$ cat config.mk
export PLATFORM = sky130hd
export DESIGN_NAME = core_1r1w
export DESIGN_NICKNAME = d
export VERILOG_FILES = /design/src/mem_addr_pkg.sv /design/src/map_pkg.sv /design/src/core_1r1w.sv /design/src/read_path.sv /design/src/write_scheduler.sv /design/src/cache_array.sv /design/src/bank_array.sv /design/src/map_table.sv /design/src/map_init.sv
export VERILOG_INCLUDE_DIRS = /design/src
export SDC_FILE = /design/constraint.sdc
export NUM_CORES = 1
export LEC_CHECK = 0
export BUFFER_PORTS_ARGS = -buffer_cell sky130_fd_sc_hd__buf_2
export CAP_MARGIN = 20
export CORE_ASPECT_RATIO = 0.75
export CORE_MARGIN = 10
export CORE_UTILIZATION = 45
export DETAILED_ROUTE_END_ITERATION = 16
export PLACE_DENSITY_LB_ADDON = 0.25
export RECOVER_POWER = 50
export SYNTH_ARGS = -nofsm -noshare
export SYNTH_HDL_FRONTEND = slang
export SYNTH_SLANG_ARGS = --single-unit
$ cat constraint.sdc
create_clock -name clk -period 3.9 [get_ports clk]
set_input_delay 0.585 -clock clk [delete_from_list [all_inputs] [get_ports clk]]
set_output_delay 0.585 -clock clk [all_outputs]
set_load 0.01 [all_outputs]
$ cat src/core_params.svh
`ifndef CORE_PARAMS_SVH
`define CORE_PARAMS_SVH

// data word width
`define CORE_WIDTH 16

// banks and bank index bits
`define CORE_NUMVBNK 4
`define CORE_BITVBNK 2

// rows per bank and row index bits
`define CORE_NUMVROW 16
`define CORE_BITVROW 4

// bank index above row index
`define CORE_BITADDR (`CORE_BITVBNK + `CORE_BITVROW)

`endif
$ cat src/mem_addr_pkg.sv
`include "core_params.svh"

package mem_addr_pkg;

  // virtual address with the bank above the row
  typedef logic [`CORE_BITADDR-1:0] vaddr_t;

  // bank index
  typedef logic [`CORE_BITVBNK-1:0] vbank_t;

  // row index inside a bank
  typedef logic [`CORE_BITVROW-1:0] vrow_t;

  // one data word
  typedef logic [`CORE_WIDTH-1:0] word_t;

endpackage

$ cat src/map_pkg.sv
package map_pkg;

  // valid flag above the bank that owns the cached row
  typedef logic [$bits(mem_addr_pkg::vbank_t):0] map_entry_t;

  // map clearing after reset
  typedef enum logic {
    sweep,
    done
  } init_state_e;

endpackage

$ cat src/core_1r1w.sv
`timescale 1ns/1ns
`include "core_params.svh"

module core_1r1w (
  input  logic                 clk,
  input  logic                 rst,
  input  logic                 vwrite,
  input  mem_addr_pkg::vaddr_t vwraddr,
  input  mem_addr_pkg::word_t  vdin,
  input  logic                 vread,
  input  mem_addr_pkg::vaddr_t vrdaddr,
  output logic                 vread_vld,
  output mem_addr_pkg::word_t  vdout,
  output logic                 vread_fwrd,
  output logic                 ready
);

  logic                 wr_vld;
  logic                 rd_vld;
  mem_addr_pkg::vrow_t  wr_row;
  mem_addr_pkg::vbank_t rd_bank;
  mem_addr_pkg::vrow_t  rd_row;

  logic                 init_we;
  mem_addr_pkg::vrow_t  init_row;
  logic                 upd_we;
  mem_addr_pkg::vrow_t  upd_row;
  map_pkg::map_entry_t  upd_entry;
  map_pkg::map_entry_t  wr_entry;
  map_pkg::map_entry_t  rd_entry;

  logic                 cache_we;
  mem_addr_pkg::vrow_t  cache_wrow;
  mem_addr_pkg::word_t  cache_wdata;
  mem_addr_pkg::vrow_t  cache_rrow1;
  mem_addr_pkg::word_t  cache_rdata1;
  mem_addr_pkg::vrow_t  cache_rrow2;
  mem_addr_pkg::word_t  cache_rdata2;

  logic                 bank_re;
  mem_addr_pkg::vbank_t bank_rbank;
  mem_addr_pkg::vrow_t  bank_rrow;
  mem_addr_pkg::word_t  bank_rdata;
  logic                 bank_we;
  mem_addr_pkg::vbank_t bank_wbank;
  mem_addr_pkg::vrow_t  bank_wrow;
  mem_addr_pkg::word_t  bank_wdata;

  logic                 pend_vld;
  mem_addr_pkg::vaddr_t pend_addr;
  mem_addr_pkg::word_t  pend_data;

  // nothing is accepted until the map is clear
  assign wr_vld = vwrite && ready;
  assign rd_vld = vread && ready;

  assign wr_row  = vwraddr[`CORE_BITVROW-1:0];
  assign rd_bank = vrdaddr[`CORE_BITADDR-1 -: `CORE_BITVBNK];
  assign rd_row  = vrdaddr[`CORE_BITVROW-1:0];

  map_init u_map_init (
    .clk      (clk),
    .rst      (rst),
    .init_we  (init_we),
    .init_row (init_row),
    .ready    (ready)
  );

  map_table u_map_table (
    .clk       (clk),
    .init_we   (init_we),
    .init_row  (init_row),
    .upd_we    (upd_we),
    .upd_row   (upd_row),
    .upd_entry (upd_entry),
    .wr_row    (wr_row),
    .wr_entry  (wr_entry),
    .rd_row    (rd_row),
    .rd_entry  (rd_entry)
  );

  bank_array u_bank_array (
    .clk        (clk),
    .bank_re    (bank_re),
    .bank_rbank (bank_rbank),
    .bank_rrow  (bank_rrow),
    .bank_rdata (bank_rdata),
    .bank_we    (bank_we),
    .bank_wbank (bank_wbank),
    .bank_wrow  (bank_wrow),
    .bank_wdata (bank_wdata)
  );

  cache_array u_cache_array (
    .clk          (clk),
    .cache_we     (cache_we),
    .cache_wrow   (cache_wrow),
    .cache_wdata  (cache_wdata),
    .cache_rrow1  (cache_rrow1),
    .cache_rdata1 (cache_rdata1),
    .cache_rrow2  (cache_rrow2),
    .cache_rdata2 (cache_rdata2)
  );

  write_scheduler u_write_scheduler (
    .clk          (clk),
    .rst          (rst),
    .wr_vld       (wr_vld),
    .wr_addr      (vwraddr),
    .wr_data      (vdin),
    .wr_entry     (wr_entry),
    .cache_rdata1 (cache_rdata1),
    .rd_vld       (rd_vld),
    .rd_bank      (rd_bank),
    .cache_rrow1  (cache_rrow1),
    .upd_we       (upd_we),
    .upd_row      (upd_row),
    .upd_entry    (upd_entry),
    .cache_we     (cache_we),
    .cache_wrow   (cache_wrow),
    .cache_wdata  (cache_wdata),
    .bank_we      (bank_we),
    .bank_wbank   (bank_wbank),
    .bank_wrow    (bank_wrow),
    .bank_wdata   (bank_wdata),
    .pend_vld     (pend_vld),
    .pend_addr    (pend_addr),
    .pend_data    (pend_data)
  );

  read_path u_read_path (
    .clk          (clk),
    .rst          (rst),
    .rd_vld       (rd_vld),
    .rd_addr      (vrdaddr),
    .rd_entry     (rd_entry),
    .pend_vld     (pend_vld),
    .pend_addr    (pend_addr),
    .pend_data    (pend_data),
    .bank_re      (bank_re),
    .bank_rbank   (bank_rbank),
    .bank_rrow    (bank_rrow),
    .cache_rrow2  (cache_rrow2),
    .cache_rdata2 (cache_rdata2),
    .bank_rdata   (bank_rdata),
    .vread_vld    (vread_vld),
    .vdout        (vdout),
    .vread_fwrd   (vread_fwrd)
  );

endmodule

$ cat src/read_path.sv
`timescale 1ns/1ns
`include "core_params.svh"

module read_path (
  input  logic                 clk,
  input  logic                 rst,
  input  logic                 rd_vld,
  input  mem_addr_pkg::vaddr_t rd_addr,
  input  map_pkg::map_entry_t  rd_entry,
  input  logic                 pend_vld,
  input  mem_addr_pkg::vaddr_t pend_addr,
  input  mem_addr_pkg::word_t  pend_data,
  output logic                 bank_re,
  output mem_addr_pkg::vbank_t bank_rbank,
  output mem_addr_pkg::vrow_t  bank_rrow,
  output mem_addr_pkg::vrow_t  cache_rrow2,
  input  mem_addr_pkg::word_t  cache_rdata2,
  input  mem_addr_pkg::word_t  bank_rdata,
  output logic                 vread_vld,
  output mem_addr_pkg::word_t  vdout,
  output logic                 vread_fwrd
);

  mem_addr_pkg::vbank_t rd_bank;
  mem_addr_pkg::vrow_t  rd_row;
  logic                 in_cache;
  logic                 hit_cache;
  logic                 hit_pend;
  mem_addr_pkg::word_t  fwd_data;

  assign rd_bank = rd_addr[`CORE_BITADDR-1 -: `CORE_BITVBNK];
  assign rd_row  = rd_addr[`CORE_BITVROW-1:0];

  // bank and cache row are read side by side
  assign bank_re     = rd_vld;
  assign bank_rbank  = rd_bank;
  assign bank_rrow   = rd_row;
  assign cache_rrow2 = rd_row;

  assign in_cache = rd_entry[`CORE_BITVBNK] && (rd_entry[`CORE_BITVBNK-1:0] == rd_bank);
  assign hit_pend = rd_vld && pend_vld && (pend_addr == rd_addr);

  always_ff @(posedge clk) begin
    if (rst) begin
      vread_vld  <= 1'b0;
      vread_fwrd <= 1'b0;
    end else begin
      vread_vld  <= rd_vld;
      vread_fwrd <= hit_pend;
    end
  end

  always_ff @(posedge clk) begin
    if (rd_vld) begin
      hit_cache <= in_cache;
      fwd_data  <= pend_data;
    end
  end

  // pending write first, then the cached copy, then the bank
  assign vdout = vread_fwrd ? fwd_data :
                 hit_cache  ? cache_rdata2 : bank_rdata;

endmodule

$ cat src/write_scheduler.sv
`timescale 1ns/1ns
`include "core_params.svh"

module write_scheduler (
  input  logic                 clk,
  input  logic                 rst,
  input  logic                 wr_vld,
  input  mem_addr_pkg::vaddr_t wr_addr,
  input  mem_addr_pkg::word_t  wr_data,
  input  map_pkg::map_entry_t  wr_entry,
  input  mem_addr_pkg::word_t  cache_rdata1,
  input  logic                 rd_vld,
  input  mem_addr_pkg::vbank_t rd_bank,
  output mem_addr_pkg::vrow_t  cache_rrow1,
  output logic                 upd_we,
  output mem_addr_pkg::vrow_t  upd_row,
  output map_pkg::map_entry_t  upd_entry,
  output logic                 cache_we,
  output mem_addr_pkg::vrow_t  cache_wrow,
  output mem_addr_pkg::word_t  cache_wdata,
  output logic                 bank_we,
  output mem_addr_pkg::vbank_t bank_wbank,
  output mem_addr_pkg::vrow_t  bank_wrow,
  output mem_addr_pkg::word_t  bank_wdata,
  output logic                 pend_vld,
  output mem_addr_pkg::vaddr_t pend_addr,
  output mem_addr_pkg::word_t  pend_data
);

  mem_addr_pkg::vrow_t  wr_row;
  logic                 wr_hit_upd;
  map_pkg::map_entry_t  old_entry;
  logic                 byp_vld;
  mem_addr_pkg::word_t  byp_data;
  mem_addr_pkg::vbank_t new_bank;
  mem_addr_pkg::vrow_t  new_row;
  logic                 old_vld;
  mem_addr_pkg::vbank_t old_bank;
  mem_addr_pkg::word_t  old_data;
  logic                 new_to_cache;
  logic                 new_to_bank;
  logic                 old_to_bank;
  logic                 old_clear;

  assign wr_row      = wr_addr[`CORE_BITVROW-1:0];
  assign cache_rrow1 = wr_row;

  // table and cache still hold pre-update contents for this row
  assign wr_hit_upd = upd_we && (upd_row == wr_row);

  always_ff @(posedge clk) begin
    if (rst) begin
      pend_vld <= 1'b0;
    end else begin
      pend_vld <= wr_vld;
    end
  end

  always_ff @(posedge clk) begin
    if (wr_vld) begin
      pend_addr <= wr_addr;
      pend_data <= wr_data;
      byp_vld   <= wr_hit_upd;
      byp_data  <= cache_wdata;
      old_entry <= wr_hit_upd ? upd_entry : wr_entry;
    end
  end

  assign new_bank = pend_addr[`CORE_BITADDR-1 -: `CORE_BITVBNK];
  assign new_row  = pend_addr[`CORE_BITVROW-1:0];
  assign old_vld  = pend_vld && old_entry[`CORE_BITVBNK];
  assign old_bank = old_entry[`CORE_BITVBNK-1:0];
  assign old_data = byp_vld ? byp_data : cache_rdata1;

  // the read owns its bank this cycle, so the new word moves aside
  assign new_to_cache = pend_vld && rd_vld && (rd_bank == new_bank);
  assign new_to_bank  = pend_vld && !new_to_cache;
  assign old_to_bank  = old_vld && new_to_cache && (old_bank != new_bank);
  assign old_clear    = old_vld && new_to_bank && (old_bank == new_bank);

  assign upd_we    = new_to_cache || old_clear;
  assign upd_row   = new_row;
  assign upd_entry = new_to_cache ? {1'b1, new_bank} : '0;

  assign cache_we    = new_to_cache;
  assign cache_wrow  = new_row;
  assign cache_wdata = pend_data;

  assign bank_we    = new_to_bank || old_to_bank;
  assign bank_wbank = new_to_bank ? new_bank : old_bank;
  assign bank_wrow  = new_row;
  assign bank_wdata = new_to_bank ? pend_data : old_data;

endmodule

$ cat src/cache_array.sv
`timescale 1ns/1ns
`include "core_params.svh"

module cache_array (
  input  logic                clk,
  input  logic                cache_we,
  input  mem_addr_pkg::vrow_t cache_wrow,
  input  mem_addr_pkg::word_t cache_wdata,
  input  mem_addr_pkg::vrow_t cache_rrow1,
  output mem_addr_pkg::word_t cache_rdata1,
  input  mem_addr_pkg::vrow_t cache_rrow2,
  output mem_addr_pkg::word_t cache_rdata2
);

  // one spare word per row index
  mem_addr_pkg::word_t mem [`CORE_NUMVROW];

  always_ff @(posedge clk) begin
    if (cache_we) begin
      mem[cache_wrow] <= cache_wdata;
    end
  end

  // port 1 follows the incoming write row
  always_ff @(posedge clk) begin
    cache_rdata1 <= mem[cache_rrow1];
  end

  // port 2 follows the incoming read row
  always_ff @(posedge clk) begin
    cache_rdata2 <= mem[cache_rrow2];
  end

endmodule

$ cat src/bank_array.sv
`timescale 1ns/1ns
`include "core_params.svh"

module bank_array (
  input  logic                 clk,
  input  logic                 bank_re,
  input  mem_addr_pkg::vbank_t bank_rbank,
  input  mem_addr_pkg::vrow_t  bank_rrow,
  output mem_addr_pkg::word_t  bank_rdata,
  input  logic                 bank_we,
  input  mem_addr_pkg::vbank_t bank_wbank,
  input  mem_addr_pkg::vrow_t  bank_wrow,
  input  mem_addr_pkg::word_t  bank_wdata
);

  mem_addr_pkg::word_t  bank_q [`CORE_NUMVBNK];
  mem_addr_pkg::vbank_t rsel_q;

  for (genvar b = 0; b < `CORE_NUMVBNK; b++) begin : g_bank
    mem_addr_pkg::word_t mem [`CORE_NUMVROW];
    mem_addr_pkg::word_t rd_q;

    // one access per bank per cycle
    always_ff @(posedge clk) begin
      if (bank_we && (bank_wbank == b)) begin
        mem[bank_wrow] <= bank_wdata;
      end else if (bank_re && (bank_rbank == b)) begin
        rd_q <= mem[bank_rrow];
      end
    end

    assign bank_q[b] = rd_q;
  end

  // remember which bank answers next cycle
  always_ff @(posedge clk) begin
    if (bank_re) begin
      rsel_q <= bank_rbank;
    end
  end

  assign bank_rdata = bank_q[rsel_q];

endmodule

$ cat src/map_table.sv
`timescale 1ns/1ns
`include "core_params.svh"

module map_table (
  input  logic                clk,
  input  logic                init_we,
  input  mem_addr_pkg::vrow_t init_row,
  input  logic                upd_we,
  input  mem_addr_pkg::vrow_t upd_row,
  input  map_pkg::map_entry_t upd_entry,
  input  mem_addr_pkg::vrow_t wr_row,
  output map_pkg::map_entry_t wr_entry,
  input  mem_addr_pkg::vrow_t rd_row,
  output map_pkg::map_entry_t rd_entry
);

  map_pkg::map_entry_t entry [`CORE_NUMVROW];

  logic                grant_init;
  logic                map_we;
  mem_addr_pkg::vrow_t map_row;
  map_pkg::map_entry_t map_din;

  // sweep has priority over the scheduler
  assign grant_init = init_we;

  always_comb begin
    if (grant_init) begin
      map_we  = 1'b1;
      map_row = init_row;
      map_din = '0;
    end else begin
      map_we  = upd_we;
      map_row = upd_row;
      map_din = upd_entry;
    end
  end

  always_ff @(posedge clk) begin
    if (map_we) begin
      entry[map_row] <= map_din;
    end
  end

  // write row lookup for the scheduler
  assign wr_entry = entry[wr_row];

  // read row lookup for the read path
  assign rd_entry = entry[rd_row];

endmodule

$ cat src/map_init.sv
`timescale 1ns/1ns
`include "core_params.svh"

module map_init (
  input  logic                clk,
  input  logic                rst,
  output logic                init_we,
  output mem_addr_pkg::vrow_t init_row,
  output logic                ready
);

  map_pkg::init_state_e state;
  mem_addr_pkg::vrow_t  row;

  // one row per cycle, then idle until the next reset
  always_ff @(posedge clk) begin
    if (rst) begin
      state <= map_pkg::sweep;
      row   <= '0;
    end else begin
      case (state)
        map_pkg::sweep: begin
          row <= row + 1'b1;
          if (row == mem_addr_pkg::vrow_t'(`CORE_NUMVROW - 1)) begin
            state <= map_pkg::done;
          end
        end
        default: state <= map_pkg::done;
      endcase
    end
  end

  assign init_we  = (state == map_pkg::sweep);
  assign init_row = row;
  assign ready    = (state == map_pkg::done);

endmodule

* Yosys cells after proc, flatten, opt, wreduce, memory -nomap -nowiden *
Memories as Yosys holds them, arrays and structs flattened. A register that Yosys moved wholly into a read port is not among the register bits.
Cells that the tools add are included.

word-level totals
  register bits = 66
  memories kept = 6
  memory bits (writable) = 1328
  bits of input ports = 32
  logic and storage cells = 94

cells by class
  add/sub/neg operators = 1
  bitwise logic cells = 5
  mux-type cells = 26
  equal/unequal tests = 13
  reduce and logical (&&, ||, !) cells = 30
  order comparisons = 1

memory list
  memory                      depth  bits a word  read ports  clocked after Yosys merged registers in  write ports  RTL line           source
  u_bank_array.g_bank[0].mem  16     16           1           1                                        1            bank_array.sv:20   mem_addr_pkg::word_t mem [`CORE_NUMVROW];
  u_bank_array.g_bank[1].mem  16     16           1           1                                        1            bank_array.sv:20
  u_bank_array.g_bank[2].mem  16     16           1           1                                        1            bank_array.sv:20
  u_bank_array.g_bank[3].mem  16     16           1           1                                        1            bank_array.sv:20
  u_cache_array.mem           16     16           2           2                                        1            cache_array.sv:16  mem_addr_pkg::word_t mem [`CORE_NUMVROW];
  u_map_table.entry           16     3            2           1                                        1            map_table.sv:17    map_pkg::map_entry_t entry [`CORE_NUMVROW];

operator list
  operator             number
  $mux 16              6
  $bmux 16 s2          1
  $logic_and 1x1->1    21
  $mux 1               15
  $eq 2x2->1 const B   4
  $reduce_and 2->1     4
  $eq 2x2->1           3
  $eq 6x6->1           1
  $mux 3               2
  $add 4x1->4 const B  1
  $eq 2x1->1 const B   2
  $eq 4x4->1           1
  $eq 4x4->1 const B   1
  $logic_not 2->1      2
  $mux 4               1
  $not 1->1            4
  $ge 3x3->1 const B   1
  $not 2->3            1
  $logic_or 1x1->1     2
  $mux 2               1
  $ne 2x2->1           1
  $logic_not 1->1      1

* Depth between registers and ports, before layout *
Gate-level depths: netlist of the first run.

  word-level depth = 11
  mapped depth = 8
  depth with buffers taken out = 6

* Hierarchy *
From an unflattened synthesis of the first run, not the netlist that was laid out.

second synthesis, totals
  cells, all modules = 2758
  area total of the unflattened synthesis = 59303.1 µm²

modules (own cells, without submodules)
  module           instances  area each (µm²)  sequential area each (µm²)  cells each
  bank_array       1          40980.6          32731.4                     1745
  cache_array      1          12369.4          8328.0                      585
  map_table        1          2459.9           1441.4                      148
  write_scheduler  1          2210.9           1281.2                      163
  read_path        1          1077.3           550.5                       96
  map_init         1          192.7            100.1                       19
  core_1r1w        1          12.5             0.0                         2

* Least setup slack after synthesis of the first run *
No wires, ideal clock.

  path kind = input-to-reg
  start point = in vread
  end point = mem u_bank_array.g_bank[0].mem[0][10] (netlist bit) (data pin)
  setup time = 0.548 ns
  arrival = 3.631 ns
  buffers on the path = 2
  cell stages on the path = 6
  slack = -0.279 ns
  cell sequence = nand2_1 clkinv_1 a31o_1 buf_2 clkbuf_1 a21oi_1

between the ends
  cells in the longest elaborated chain, start to end = 6

ends and longest elaborated chain
  item                            RTL line               source
  from (decl)                     core_1r1w.sv:10        input logic vread,
  $logic_and 1x1->1               core_1r1w.sv:55        assign rd_vld = vread && ready;
  net bank_re                     core_1r1w.sv:40        logic bank_re;
  $logic_and 1x1->1 (2 in a row)  write_scheduler.sv:76  assign new_to_cache = pend_vld && rd_vld && (rd_bank == new_bank);
  $logic_not 1->1                 write_scheduler.sv:77  assign new_to_bank = pend_vld && !new_to_cache;
  $logic_and 1x1->1               write_scheduler.sv:77
  $mux 16                         write_scheduler.sv:92  assign bank_wdata = new_to_bank ? pend_data : old_data;
  net bank_wdata[10]              core_1r1w.sv:47        mem_addr_pkg::word_t bank_wdata;
  to (decl)                       bank_array.sv:20

The timed path passes the listed nets, and every way through them passes these cells.

* Final worst setup path of the first run *
  start point = reg u_write_scheduler.pend_addr[1]
  end point = mem u_cache_array.mem[14][4] (netlist bit) (enable)

RTL lines
  item                    RTL line               source
  from (decl)             write_scheduler.sv:26  output mem_addr_pkg::vaddr_t pend_addr,
  from (signal assigned)  write_scheduler.sv:61  pend_addr <= wr_addr;
  to (decl)               cache_array.sv:16

Straight into the memory's write port.

==> metrics.log, run 1 <==
INFO  metric grt_max_degree = 74
INFO  metric mappedNetlistNets = approximately 2500
INFO  metric fmax = ~280 MHz
INFO  metric power_switching = 6790 uW
INFO  metric postCtsResizedCells = 0
INFO  metric top_level_ports = 51
INFO  metric synth_top_cells_by_area = sky130_fd_sc_hd__edfxtp_1 (74%), sky130_fd_sc_hd__mux4_2 (20%), sky130_fd_sc_hd__dfxtp_1 (1.4%)
INFO  metric dr_iter_0_viols = roughly 3300
INFO  metric finished_core_util = 0.518
INFO  metric power = about 33000 uW
INFO  metric grt.overflow.total = 0
INFO  metric synthesis.area = a little under 60000 um2
INFO  metric layout_commonest_cell = sky130_fd_sc_hd__edfxtp_1
INFO  metric final_period_minus_worst_setup_slack = roughly 3.5 ns
INFO  metric setup.worst_path.end_class = flip-flop
INFO  metric number_of_vias_in_the_routed_layout = 27804
INFO  metric internal_power = approximately 26000 uW
INFO  metric cts-buffers-inserted = approximately 140
INFO  metric hold-path-cell-count = 2
INFO  metric antenna_left = 0
INFO  metric finalMaxSlewViolations = 583
INFO  metric fin_tns_setup = 0 ns
INFO  metric groute.usage.overall = 0.198
INFO  metric cpLargestDelayFamily = simple AND/OR/NAND/NOR gates
INFO  metric drcViolationCount = 0
INFO  metric cts_tree = built
INFO  metric p_per_area = 494 nW/um2
INFO  metric hold_viol_final = 0
INFO  metric critical_path_maximum_fanout = 16
INFO  metric top_area_cell_type_share_of_the_netlist_area = 0.742
INFO  metric dp.final_hpwl = 83800 um
INFO  metric hold_path_class = in2reg
INFO  metric synth-seq-area-share = 0.756
INFO  metric skew_pair_late_insertion_delay = ~0.8 ns
INFO  metric h-tree-depth = 4
INFO  metric avg_vias_per_cell = a little over 6
INFO  metric num-nets-final = roughly 2700
INFO  metric outcome = finished with violations
INFO  metric r2r_end = u_cache_array.mem[14][4]$_DFFE_PP_
INFO  metric yosysWarnings = 0
INFO  metric fin_crit_sh = 0.907
INFO  metric place.port_buffers = 50
INFO  metric clkSlewWorstSetupHoldPaths = approximately 0.07 ns
INFO  metric post_route_cells_drive_above_1_share = 0.327
INFO  metric p_leak = 0.0208 uW
INFO  metric synth-seq-cells = 1493
INFO  metric worst_slack = 0.363 ns
INFO  metric clock_sinks = 1493
INFO  metric timing.final.setup_violations = 0
INFO  metric detailedRoute.firstPassIterationCount = 6
INFO  metric timing_worst_setup_path_type = reg2reg
INFO  metric grt_first_pass_wirelength = 208000 um
INFO  metric min-delay-start = rst
INFO  metric worst-r2r-setup-slack = 0.36 ns
INFO  metric nFillCells = 9851
INFO  metric p_sw_frac = 0.205
INFO  metric tightestPinTransition = 2.25 ns
INFO  metric clock_skew = roughly 0.052 ns
INFO  metric worst_hold_slack = about 0.095 ns
INFO  metric crit_path_max_incr_delay = 1.24 ns
INFO  metric die_width = 437 um
INFO  metric slowest_stage = sky130_fd_sc_hd__clkbuf_1
INFO  metric wl = 145000 um
INFO  metric die_area = 146000 um2
INFO  metric failed_checks = max-capacitance violations, max-slew violations
INFO  metric grt_setup_unrepaired = false
INFO  metric synth_cell_type_count = 44
INFO  metric critical_path_buf_inv_count = 1
INFO  metric netlist_instances = between 2000 and 2500
INFO  metric timing.critical_path.from_type = flip-flop
INFO  metric clock_power_share = 0.433
INFO  metric dp_worst_setup_slack = approximately 0.85 ns
INFO  metric power_frac_seq = 0.529
INFO  metric worst_ep_arrival_time = 3.91 ns
INFO  metric holdPathEnd = u_write_scheduler.pend_vld$_SDFF_PP0_
INFO  metric cts_max_path_buffers = 3
INFO  metric r2r_start = u_write_scheduler.pend_addr[1]$_DFFE_PP_
INFO  metric initial_core_util = 0.454
INFO  metric chipHeight = approximately 330 um
INFO  metric area_delta_synth_final = 14.0%
INFO  metric peakVddDrop = around 0.35 mV
INFO  metric timing.slew.headroom = -0.502
INFO  metric grt_pass1_vias = 28383
INFO  metric synthesized_area_per_cell = roughly 24 um2
INFO  metric comb_power_share = 0.038
INFO  metric core_area = 129000 um2
INFO  metric number_of_antenna_violations_at_the_first_check_in_global_routing = 7
INFO  metric clockRootBuffer = sky130_fd_sc_hd__clkbuf_16
INFO  metric routedWlPerCell = around 32 um
INFO  metric critical_path.cell_chain = nor2b_1 > nand3_1 > nor2_2 > clkbuf_1
INFO  metric synth_top_area_cell = sky130_fd_sc_hd__edfxtp_1
INFO  metric critical_path_required = 4.27 ns
INFO  metric routability_congestion = a little over 0.8
INFO  metric worst_r2r_path_depth = 4
INFO  metric max-cap-violations = 26
INFO  metric commonest_cells_after_routing_fill_and_taps_aside = sky130_fd_sc_hd__edfxtp_1 (1453), sky130_fd_sc_hd__mux4_2 (522), sky130_fd_sc_hd__clkbuf_16 (144), sky130_fd_sc_hd__nor2_1 (120), sky130_fd_sc_hd__buf_4 (85)
INFO  metric placementRows = 114
-- cells in the mapped netlist --
cell type and instances:
sky130_fd_sc_hd__and2_1 2, sky130_fd_sc_hd__buf_4 1, sky130_fd_sc_hd__o21ai_0 18, sky130_fd_sc_hd__xor2_1 6, sky130_fd_sc_hd__buf_6 7, sky130_fd_sc_hd__nor2b_1 7
sky130_fd_sc_hd__nor3b_1 3, sky130_fd_sc_hd__and3_1 1, sky130_fd_sc_hd__inv_1 5, sky130_fd_sc_hd__edfxtp_1 1453, sky130_fd_sc_hd__buf_1 6, sky130_fd_sc_hd__nand2_1 35
sky130_fd_sc_hd__nand4b_1 1, sky130_fd_sc_hd__ha_1 1, sky130_fd_sc_hd__nor4_1 1, sky130_fd_sc_hd__mux2_2 1, sky130_fd_sc_hd__a21oi_1 18, sky130_fd_sc_hd__dfxtp_1 40
sky130_fd_sc_hd__nor2_1 129, sky130_fd_sc_hd__or3b_1 1, sky130_fd_sc_hd__xnor2_1 15, sky130_fd_sc_hd__a31oi_4 2, sky130_fd_sc_hd__a22oi_1 1, sky130_fd_sc_hd__mux2i_1 44
sky130_fd_sc_hd__nand3_1 10, sky130_fd_sc_hd__buf_12 1, sky130_fd_sc_hd__clkinv_1 1, sky130_fd_sc_hd__mux4_2 522, sky130_fd_sc_hd__mux2_4 2, sky130_fd_sc_hd__a22o_1 1
sky130_fd_sc_hd__nor4_2 1, sky130_fd_sc_hd__o32a_1 2, sky130_fd_sc_hd__buf_2 73, sky130_fd_sc_hd__a31oi_1 2, sky130_fd_sc_hd__nand4_1 5, sky130_fd_sc_hd__o211ai_1 1
sky130_fd_sc_hd__o211a_1 1, sky130_fd_sc_hd__clkbuf_1 57, sky130_fd_sc_hd__nor3_1 2, sky130_fd_sc_hd__mux2i_2 1, sky130_fd_sc_hd__and3b_4 1, sky130_fd_sc_hd__a31o_1 1
sky130_fd_sc_hd__and4_1 1, sky130_fd_sc_hd__nand3b_1 4
-- how the worst max path moves through the flow --
stage / startpoint / endpoint / slack, ns / cells past startpoint
final: u_write_scheduler.pend_addr[1]$_DFFE_PP_ / u_cache_array.mem[14][4]$_DFFE_PP_ / 0.36 / 4
after global routing: u_write_scheduler.pend_addr[4]$_DFFE_PP_ / u_bank_array.g_bank[1].mem[0][4]$_DFFE_PP_ / 0.28 / 6
after CTS: u_bank_array.rsel_q[1]$_DFFE_PN_ / vdout[11] / 0.48 / 5
after detailed placement: vrdaddr[4] / u_bank_array.g_bank[2].mem[13][7]$_DFFE_PP_ / 0.85 / 8
after global placement: vrdaddr[4] / u_bank_array.g_bank[2].mem[5][14]$_DFFE_PP_ / 0.88 / 8
after floorplan: vread / u_bank_array.g_bank[0].mem[0][10]$_DFFE_PP_ / -0.28 / 6
-- layer usage --
metal / vias to the layer above / global-route usage / share of wire
met2: 1362 / 0.299 / 0.47
li1: 11138 / - / -
met3: 216 / 0.0443 / 0.094
met5: - / 0 / 0
met1: 15088 / 0.287 / 0.41
met4: 0 / 0.0618 / 0.026
-- logic make-up (layout without fill, tap and decap cells) --
kind of cell	Yosys count	count (layout)	synth area share
other	0	2	0
adder cells (fa/ha/maj)	1	1	0.000213
AND/OR/NAND/NOR	204	204	0.0150
AO/OA/AOI/OAI	47	47	0.00507
buffers and inverters	151	489	0.0124
flip-flops	1493	1493	0.756
XOR/XNOR	21	21	0.00313
multiplexers	570	570	0.208
-- registers in the layout, indices dropped and copies added, names as in the netlist, 48 cells and up --
| signal | cells |
|---|---|
| u_bank_array.g_bank.mem | 1024 |
| u_bank_array.g_bank.rd_q | 64 |
| u_cache_array.mem | 256 |
| u_map_table.entry | 48 |
-- power groups by stage --
| stage | Clock (uW) | Combinational (uW) | Sequential, uW |
|---|---|---|---|
| 2_1_floorplan | 0 | 900 | 17800 |
| 5_1_grt | 15200 | 1350 | 17500 |
| 4_1_cts | 14500 | 1290 | 17500 |
| 3_3_place_gp | 0 | 1260 | 17800 |
| 6_report | 14300 | 1260 | 17500 |
| 3_5_place_dp | 0 | 1270 | 17800 |
-- repair_timing --
action,in CTS,in global routing
setup buffers,0,0
hold buffers,18,0
endpoints found under the hold margin,18,0
-- layout make-up --
| type | count | area (um2) | share of cell area |
|---|---|---|---|
| antenna | 2 | 5.00 | 0.0000747 |
| timing repair buffer | 218 | 1700 | 0.0254 |
| inverter | 6 | 22.5 | 0.000336 |
| multi-input combinational | 843 | 13800 | 0.206 |
| clock buffer | 180 | 3800 | 0.0567 |
| sequential | 1493 | 44400 | 0.663 |
| tap | 1740 | 2180 | 0.0325 |
| clock inverter | 85 | 1100 | 0.0165 |
-- through the flow --
step                instance area [um2]  cells
floorplan                         58800   2487
global placement                  62200   4280
detailed placement                62200   4280
CTS                               67300   4563
global route                      67000   4567
finish                            67000   4567
No activity file was read; power rests on OpenSTA's default activity.
==> inputs of run 2 (changes only) <==
==> constraint.sdc (replaced) <==
create_clock -name clk -period 3.1 [get_ports clk]
set_input_delay 0.465 -clock clk [delete_from_list [all_inputs] [get_ports clk]]
set_output_delay 0.465 -clock clk [all_outputs]
set_load 0.01 [all_outputs]
==> metrics.log, run 2 (same netlist as run 1, synthesis figures left out) <==
INFO  metric outcome = finished with violations (unchanged)
INFO  metric failed_checks = max-capacitance violations, max-slew violations (unchanged)
INFO  metric hold_viol_final = 0 (unchanged)
INFO  metric fmax = 332 MHz
INFO  metric clockRootBuffer = sky130_fd_sc_hd__clkbuf_16 (unchanged)
INFO  metric groute.usage.overall = 0.199 (was 0.198)
INFO  metric timing_worst_setup_path_type = reg2out (was reg2reg)
INFO  metric worst_ep_arrival_time = 2.54 ns (was 3.91 ns)
INFO  metric met1_track_demand_over_resource_in_global_routing = 0.283 (was 0.287)
INFO  metric detailedRoute.firstPassIterationCount = 7 (was 6)
INFO  metric setup.worst_path.end_class = output port (was flip-flop)
INFO  metric dp_worst_setup_slack = 0.177 ns (was 0.851 ns)
INFO  metric antenna_left = 0 (unchanged)
INFO  metric critical_path_buf_inv_count = 1 (unchanged)
INFO  metric routability_congestion = 0.793 (was 0.814)
INFO  metric internal_power = 32300 uW (was 26300 uW)
INFO  metric globalRouteMet2Util = 0.298 (was 0.299)
INFO  metric clock_sinks = 1493 (unchanged)
INFO  metric worst_slack = 0.0907 ns (was 0.363 ns)
INFO  metric r2r_start = u_write_scheduler.pend_addr[4]$_DFFE_PP_ (was u_write_scheduler.pend_addr[1]$_DFFE_PP_)
INFO  metric layout_commonest_cell = sky130_fd_sc_hd__edfxtp_1 (unchanged)
INFO  metric fin_crit_sh = 0.971
INFO  metric power_frac_seq = 0.543 (was 0.529)
INFO  metric num-nets-final = 2775 (was 2739)
INFO  metric logic_depth_of_the_worst_path_buffers_included = 4 (unchanged)
INFO  metric critical_path.cell_chain = mux4_2 > mux2i_1 > o21ai_0 > buf_2 (was nor2b_1 > nand3_1 > nor2_2 > clkbuf_1)
INFO  metric area_delta_synth_final = 14.1% (was 14.0%)
INFO  metric r2r_end = u_bank_array.g_bank[0].mem[2][6]$_DFFE_PP_ (was u_cache_array.mem[14][4]$_DFFE_PP_)
INFO  metric post_route_cells_drive_above_1_share = 0.341 (was 0.327)
INFO  metric wl = 146000 um (was 145000 um)
INFO  metric top_level_ports = 51 (unchanged)
INFO  metric hold-path-cell-count = 4 (was 2)
INFO  metric drcViolationCount = 0 (unchanged)
INFO  metric crit_path_max_incr_delay = 0.67 ns (was 1.24 ns)
INFO  metric slowest_stage = sky130_fd_sc_hd__edfxtp_1 (was sky130_fd_sc_hd__clkbuf_1)
INFO  metric largest_register = u_bank_array.g_bank.mem (unchanged)
INFO  metric commonest_cells_after_routing_fill_and_taps_aside = sky130_fd_sc_hd__edfxtp_1 (1453), sky130_fd_sc_hd__mux4_2 (522), sky130_fd_sc_hd__clkbuf_16 (143), sky130_fd_sc_hd__nor2_1 (98), sky130_fd_sc_hd__clkbuf_1 (63) (was sky130_fd_sc_hd__edfxtp_1 (1453), sky130_fd_sc_hd__mux4_2 (522), sky130_fd_sc_hd__clkbuf_16 (144), sky130_fd_sc_hd__nor2_1 (120), sky130_fd_sc_hd__buf_4 (85))
INFO  metric dr_iter_0_viols = 3439 (was 3306)
INFO  metric grt_first_pass_wirelength = 208000 um (about the same)
INFO  metric h-tree-depth = 4 (unchanged)
INFO  metric tightestPinTransition = 2.27 ns (was 2.25 ns)
INFO  metric grt_setup_unrepaired = false (unchanged)
INFO  metric cpLargestDelayFamily = multiplexers (was simple AND/OR/NAND/NOR gates)
INFO  metric comb_power_share = 0.040 (was 0.038)
INFO  metric number_of_antenna_violations_at_the_first_check_in_global_routing = 3 (was 7)
INFO  metric cts_tree = built (unchanged)
INFO  metric worst_r2r_path_depth = 7 (was 4)
INFO  metric skew_pair_late_insertion_delay = 0.77 ns (was 0.79 ns)
INFO  metric die_area = 146000 um2 (unchanged)
INFO  metric worst_hold_slack = 0.178 ns (was 0.0946 ns)
INFO  metric worst-r2r-setup-slack = 0.10 ns (was 0.36 ns)
INFO  metric clock_skew = 0.0334 ns (was 0.0518 ns)
INFO  metric p_sw_frac = 0.203 (was 0.205)
INFO  metric grt_max_degree = 66 (was 74)
INFO  metric postPlaceCellArea = 63100 um2 (was 62200 um2)
INFO  metric hold_path_class = in2reg (unchanged)
INFO  metric die_width = 437 um (unchanged)
INFO  metric place.port_buffers = 50 (unchanged)
INFO  metric power_switching = 8240 uW (was 6790 uW)
INFO  metric cts_max_path_buffers = 3 (unchanged)
INFO  metric globalRoute.busiestLayer = met2 (unchanged)
INFO  metric core_area = 129000 um2 (unchanged)
INFO  metric postLayoutCellArea = 67100 um2 (was 67000 um2)
INFO  metric holdPathEnd = u_read_path.vread_vld$_SDFF_PP0_ (was u_write_scheduler.pend_vld$_SDFF_PP0_)
INFO  metric placementRows = 114 (unchanged)
INFO  metric critical_path_required = 2.63 ns (was 4.27 ns)
INFO  metric min-delay-start = vread (was rst)
INFO  metric timing.critical_path.from_type = flip-flop (unchanged)
INFO  metric reg_top3 = u_bank_array.g_bank.mem: 1024 flops, u_cache_array.mem: 256 flops, u_bank_array.g_bank.rd_q: 64 flops (unchanged)
INFO  metric max-cap-violations = 2 (was 26)
INFO  metric cts-buffers-inserted = 140 (was 144)
INFO  metric p_per_area = 605 nW/um2 (was 494 nW/um2)
INFO  metric avg_vias_per_cell = 6.06 (was 6.09)
INFO  metric initial_core_util = 0.454 (unchanged)
INFO  metric clkSlewWorstSetupHoldPaths = 0.06 ns (was 0.07 ns)
INFO  metric chipHeight = 333 um (unchanged)
INFO  metric dp.final_hpwl = 86100 um (was 83800 um)
INFO  metric grt_pass1_vias = 28213 (was 28383)
INFO  metric largest_reg_flops = 1024 (unchanged)
INFO  metric clock_power_share = 0.417 (was 0.433)
INFO  metric number_of_vias_in_the_routed_layout = 27865 (was 27804)
INFO  metric peakVddDrop = 0.480 mV (was 0.348 mV)
INFO  metric grt.overflow.total = 0 (unchanged)
INFO  metric timing.final.setup_violations = 0 (unchanged)
INFO  metric grt_use_met3 = 0.0574 (was 0.0443)
INFO  metric final_period_minus_worst_setup_slack = roughly 3.0 ns
INFO  metric finalMaxSlewViolations = 36 (was 583)
INFO  metric power = 40600 uW (was 33100 uW)
INFO  metric timing.slew.headroom = -0.516 (was -0.502)
INFO  metric routedWlPerCell = 31.7 um (about the same)
INFO  metric p_leak = 0.0209 uW (was 0.0208 uW)
INFO  metric critical_path_maximum_fanout = 2 (was 16)
-- run 2: repair_timing --
item,in CTS,in global routing
hold buffers,19,0
endpoints found under the setup margin,3,0
endpoints found under the hold margin,26,0
setup buffers,0,0
gates resized for setup,3,0
-- run 2: final cells by class --
type / instances / area, um2
Timing Repair Buffer: 258 / 2070
Inverter: 6 / 22.5
Fill cell: 9804 / 62300
Clock buffer: 175 / 3710
Antenna cell: 3 / 7.51
Clock inverter: 80 / 783
Multi-Input combinational cell: 843 / 13900
Tap cell: 1740 / 2180
Sequential cell: 1493 / 44400
-- run 2: worst min-delay path: stages --
cell and delay (ns):
sky130_fd_sc_hd__buf_2 0.08, sky130_fd_sc_hd__nand2_1 0.10, sky130_fd_sc_hd__clkbuf_1 0.16, sky130_fd_sc_hd__nor2_1 0.09
-- run 2: routing by layer --
layer / share of wire / wire [um] / vias up
met5: 0 / 0 / -
met4: 0.030 / 4370 / 0
met3: 0.097 / 14100 / 208
met2: 0.46 / 67200 / 1341
met1: 0.41 / 60200 / 15102
li1: - / - / 11214
-- run 2: worst max-delay path by stage --
| stage | to | slack [ns] | from |
|---|---|---|---|
| final | vdout[8] | 0.09 | u_bank_array.g_bank[0].rd_q[8]$_DFFE_PP_ |
| after detailed placement | u_bank_array.g_bank[2].mem[0][9]$_DFFE_PP_ | 0.18 | vread |
| after CTS | vdout[11] | 0.02 | u_bank_array.rsel_q[0]$_DFFE_PN_ |
| after floorplan | u_bank_array.g_bank[0].mem[0][10]$_DFFE_PP_ | -0.28 | vread |
| after global placement | u_bank_array.g_bank[2].mem[0][0]$_DFFE_PP_ | 0.15 | vread |
| after global routing | u_cache_array.mem[5][1]$_DFFE_PP_ | 0.008 | u_write_scheduler.pend_addr[4]$_DFFE_PP_ |
-- run 2: through the flow --
stage / setup TNS [ns] / instances / utilization
CTS: 0 / 4594 / 0.524
detailed placement: 0 / 4320 / 0.488
global placement: 0 / 4320 / 0.488
floorplan: -264.06 / 2487 / -
global route: 0 / 4596 / 0.518
finish: 0 / 4598 / 0.518
-- run 2: power by group through the flow --
stage | Combinational, uW | Sequential [uW] | Clock (uW)
final | 1620 | 22000 | 16900
after global routing | 1720 | 22000 | 18000
after CTS | 1690 | 22000 | 17200
after detailed placement | 1660 | 22500 | 0
after global placement | 1640 | 22500 | 0
after floorplan | 1130 | 22400 | 0
==> inputs of run 3 (changes only) <==
==> constraint.sdc (replaced) <==
create_clock -name clk -period 2.92 [get_ports clk]
set_input_delay 0.438 -clock clk [delete_from_list [all_inputs] [get_ports clk]]
set_output_delay 0.438 -clock clk [all_outputs]
set_load 0.01 [all_outputs]
==> metrics.log, run 3 (same netlist as run 1, synthesis figures left out) <==
INFO  metric timing.final.setup_violations = 8 (was 0)
INFO  metric commonest_cells_after_routing_fill_and_taps_aside = sky130_fd_sc_hd__edfxtp_1 (1453), sky130_fd_sc_hd__mux4_2 (522), sky130_fd_sc_hd__clkbuf_16 (143), sky130_fd_sc_hd__nor2_1 (99) (was sky130_fd_sc_hd__edfxtp_1 (1453), sky130_fd_sc_hd__mux4_2 (522), sky130_fd_sc_hd__clkbuf_16 (143), sky130_fd_sc_hd__nor2_1 (98), sky130_fd_sc_hd__clkbuf_1 (63))
INFO  metric hold_viol_final = 0 (unchanged)
INFO  metric num-nets-final = 2788 (was 2775)
INFO  metric post_route_cells_drive_above_1_share = 0.351 (was 0.341)
INFO  metric initial_core_util = 0.454 (unchanged)
INFO  metric critical_path_maximum_fanout = 7 (was 2)
INFO  metric grt_max_degree = 65 (was 66)
INFO  metric number_of_antenna_violations_at_the_first_check_in_global_routing = 8 (was 3)
INFO  metric setup.worst_path.end_class = output port (unchanged)
INFO  metric critical_path_required = 2.48 ns (was 2.63 ns)
INFO  metric number_of_vias_in_the_routed_layout = 28104 (was 27865)
INFO  metric die_width = 437 um (unchanged)
INFO  metric cts-buffers-inserted = 141 (was 140)
INFO  metric dp.final_hpwl = 86000 um (was 86100 um)
INFO  metric timing.slew.headroom = -0.508 (was -0.516)
INFO  metric crit_path_max_incr_delay = 0.61 ns (was 0.67 ns)
INFO  metric failed_checks = max-capacitance violations, max-slew violations, negative setup slack (was max-capacitance violations, max-slew violations)
INFO  metric hold_path_class = in2reg (unchanged)
INFO  metric clockRootBuffer = sky130_fd_sc_hd__clkbuf_16 (unchanged)
INFO  metric dp.cells = 4328 (was 4320)
INFO  metric worst_slack = -0.0390 ns (was 0.0907 ns)
INFO  metric clkSlewWorstSetupHoldPaths = 0.06 ns (about the same)
INFO  metric largest_register = u_bank_array.g_bank.mem (unchanged)
INFO  metric max-cap-violations = 2 (unchanged)
INFO  metric fmax = 338 MHz
INFO  metric cts_tree = built (unchanged)
INFO  metric die_area = 146000 um2 (unchanged)
INFO  metric routability_congestion = 0.809 (was 0.793)
INFO  metric timing.critical_path.from_type = flip-flop (unchanged)
INFO  metric area_delta_synth_final = 15.3% (was 14.1%)
INFO  metric fin_crit_sh = 1.01
INFO  metric routedWlPerCell = 31.8 um (was 31.7 um)
INFO  metric reg_top3 = u_bank_array.g_bank.mem: 1024 flops, u_cache_array.mem: 256 flops, u_bank_array.g_bank.rd_q: 64 flops (unchanged)
INFO  metric critical_path_buf_inv_count = 3 (was 1)
INFO  metric final_period_minus_worst_setup_slack = 2.96 ns
INFO  metric grt_pass1_vias = 28363 (was 28213)
INFO  metric grt.overflow.total = 0 (unchanged)
INFO  metric detailedRoute.firstPassIterationCount = 5 (was 7)
INFO  metric top_level_ports = 51 (unchanged)
INFO  metric wl = 147000 um (was 146000 um)
INFO  metric largest_reg_flops = 1024 (unchanged)
INFO  metric peakVddDrop = 0.511 mV (was 0.480 mV)
INFO  metric grt_first_pass_wirelength = 211000 um (was 208000 um)
INFO  metric layoutNonFillerInstCount = 4614 (was 4598)
INFO  metric groute.usage.overall = 0.201 (was 0.199)
INFO  metric clock_sinks = 1493 (unchanged)
INFO  metric p_leak = 0.0211 uW (was 0.0209 uW)
INFO  metric p_per_area = 641 nW/um2 (was 605 nW/um2)
INFO  metric slowest_stage = sky130_fd_sc_hd__mux4_2 (was sky130_fd_sc_hd__edfxtp_1)
INFO  metric dp_worst_setup_slack = 0.252 ns (was 0.177 ns)
INFO  metric worst_ep_arrival_time = 2.52 ns (was 2.54 ns)
INFO  metric grt_setup_unrepaired = true (was false)
INFO  metric cts_max_path_buffers = 3 (unchanged)
INFO  metric drcViolationCount = 0 (unchanged)
INFO  metric outcome = finished with violations (unchanged)
INFO  metric place.port_buffers = 50 (unchanged)
INFO  metric postPlaceCellArea = 63600 um2 (was 63100 um2)
INFO  metric h-tree-depth = 4 (unchanged)
INFO  metric clock_skew = 0.0264 ns (was 0.0334 ns)
INFO  metric placementRows = 114 (unchanged)
INFO  metric timing_worst_setup_path_type = reg2out (unchanged)
INFO  metric finalMaxSlewViolations = 38 (was 36)
INFO  metric postLayoutCellArea = 67800 um2 (was 67100 um2)
INFO  metric tightestPinTransition = 2.26 ns (was 2.27 ns)
INFO  metric dr_iter_0_viols = 3602 (was 3439)
INFO  metric worst_hold_slack = 0.0964 ns (was 0.178 ns)
INFO  metric cpLargestDelayFamily = multiplexers (unchanged)
INFO  metric core_area = 129000 um2 (unchanged)
INFO  metric skew_pair_late_insertion_delay = 0.77 ns (about the same)
INFO  metric antenna_left = 0 (unchanged)
INFO  metric fin_tns_setup = -0.133 ns (was 0 ns)
INFO  metric critical_path.cell_chain = buf_6 > buf_12 > mux4_2 > mux2i_2 > o21ai_2 > buf_2 (was mux4_2 > mux2i_1 > o21ai_0 > buf_2)
INFO  metric chipHeight = 333 um (unchanged)
INFO  metric layout_commonest_cell = sky130_fd_sc_hd__edfxtp_1 (unchanged)
INFO  metric avg_vias_per_cell = 6.09 (was 6.06)
## run 3: changes by cell type in the layout (fill, tap and decap cells not counted), moves of 10 or more
cell	previous run	this run
sky130_fd_sc_hd__clkbuf_2	38	20
sky130_fd_sc_hd__buf_2	51	41
sky130_fd_sc_hd__buf_4	60	39
sky130_fd_sc_hd__buf_12	32	60
sky130_fd_sc_hd__o21ai_0	15	3
sky130_fd_sc_hd__clkbuf_4	20	44
## run 3: power by group
part,leakage [uW],internal (uW),total [uW],switching [uW]
sequential,0.0134,23300,23400,46.1
clock,0.00225,10400,18400,7930
combinational,0.00547,881,1720,838
total,0.0211,34600,43500,8810
## run 3: final timing paths
path         slack, ns  cells past startpoint                           startpoint                                 endpoint
max reg2reg       0.11                      3          u_map_init.ready$_SDFF_PP0_  u_write_scheduler.byp_data[8]$_DFFE_PP_
min                0.1                      4                                vread         u_read_path.vread_vld$_SDFF_PP0_
min reg2reg       0.58                      2  u_map_init.init_row[3]$_SDFFE_PP0N_      u_map_init.init_row[3]$_SDFFE_PP0N_
max              -0.04                      6     u_bank_array.rsel_q[0]$_DFFE_PN_                                 vdout[9]
## run 3: metal layers
layer / up-vias / share of wire / track usage
li1: 11239 / - / -
met3: 218 / 0.090 / 0.0445
met2: 1374 / 0.47 / 0.307
met4: 2 / 0.026 / 0.0579
met5: - / 0.000061 / 0
met1: 15271 / 0.41 / 0.293
## run 3: through the flow
stage	utilization	power (uW)
global route	0.524	44800
global placement	0.492	25600
floorplan	-	25000
CTS	0.530	43900
detailed placement	0.492	25600
finish	0.524	43500
## run 3: final cells by class
class	count	area [um2]
diodes	1	2.50
clock buffers	173	3730
clock inverters	88	911
fillers	9714	61600
inverters	6	22.5
multi-input cells	843	13900
flip-flops and latches	1493	44400
well taps	1740	2180
repair buffers	270	2620
## run 3: repair_timing
action	in CTS	in global routing
cloned	1	0
setup endpoints to repair	12	16
pin swaps	0	2
hold buffers	19	0
gates resized for setup	20	12
setup buffers	3	0
hold endpoints to repair	26	0
## run 3: tightest hold or removal path: cells and delay by family
kind / cells / cell delay [ns]
buffers and inverters: 2 / 0.22
AND/OR/NAND/NOR: 2 / 0.15
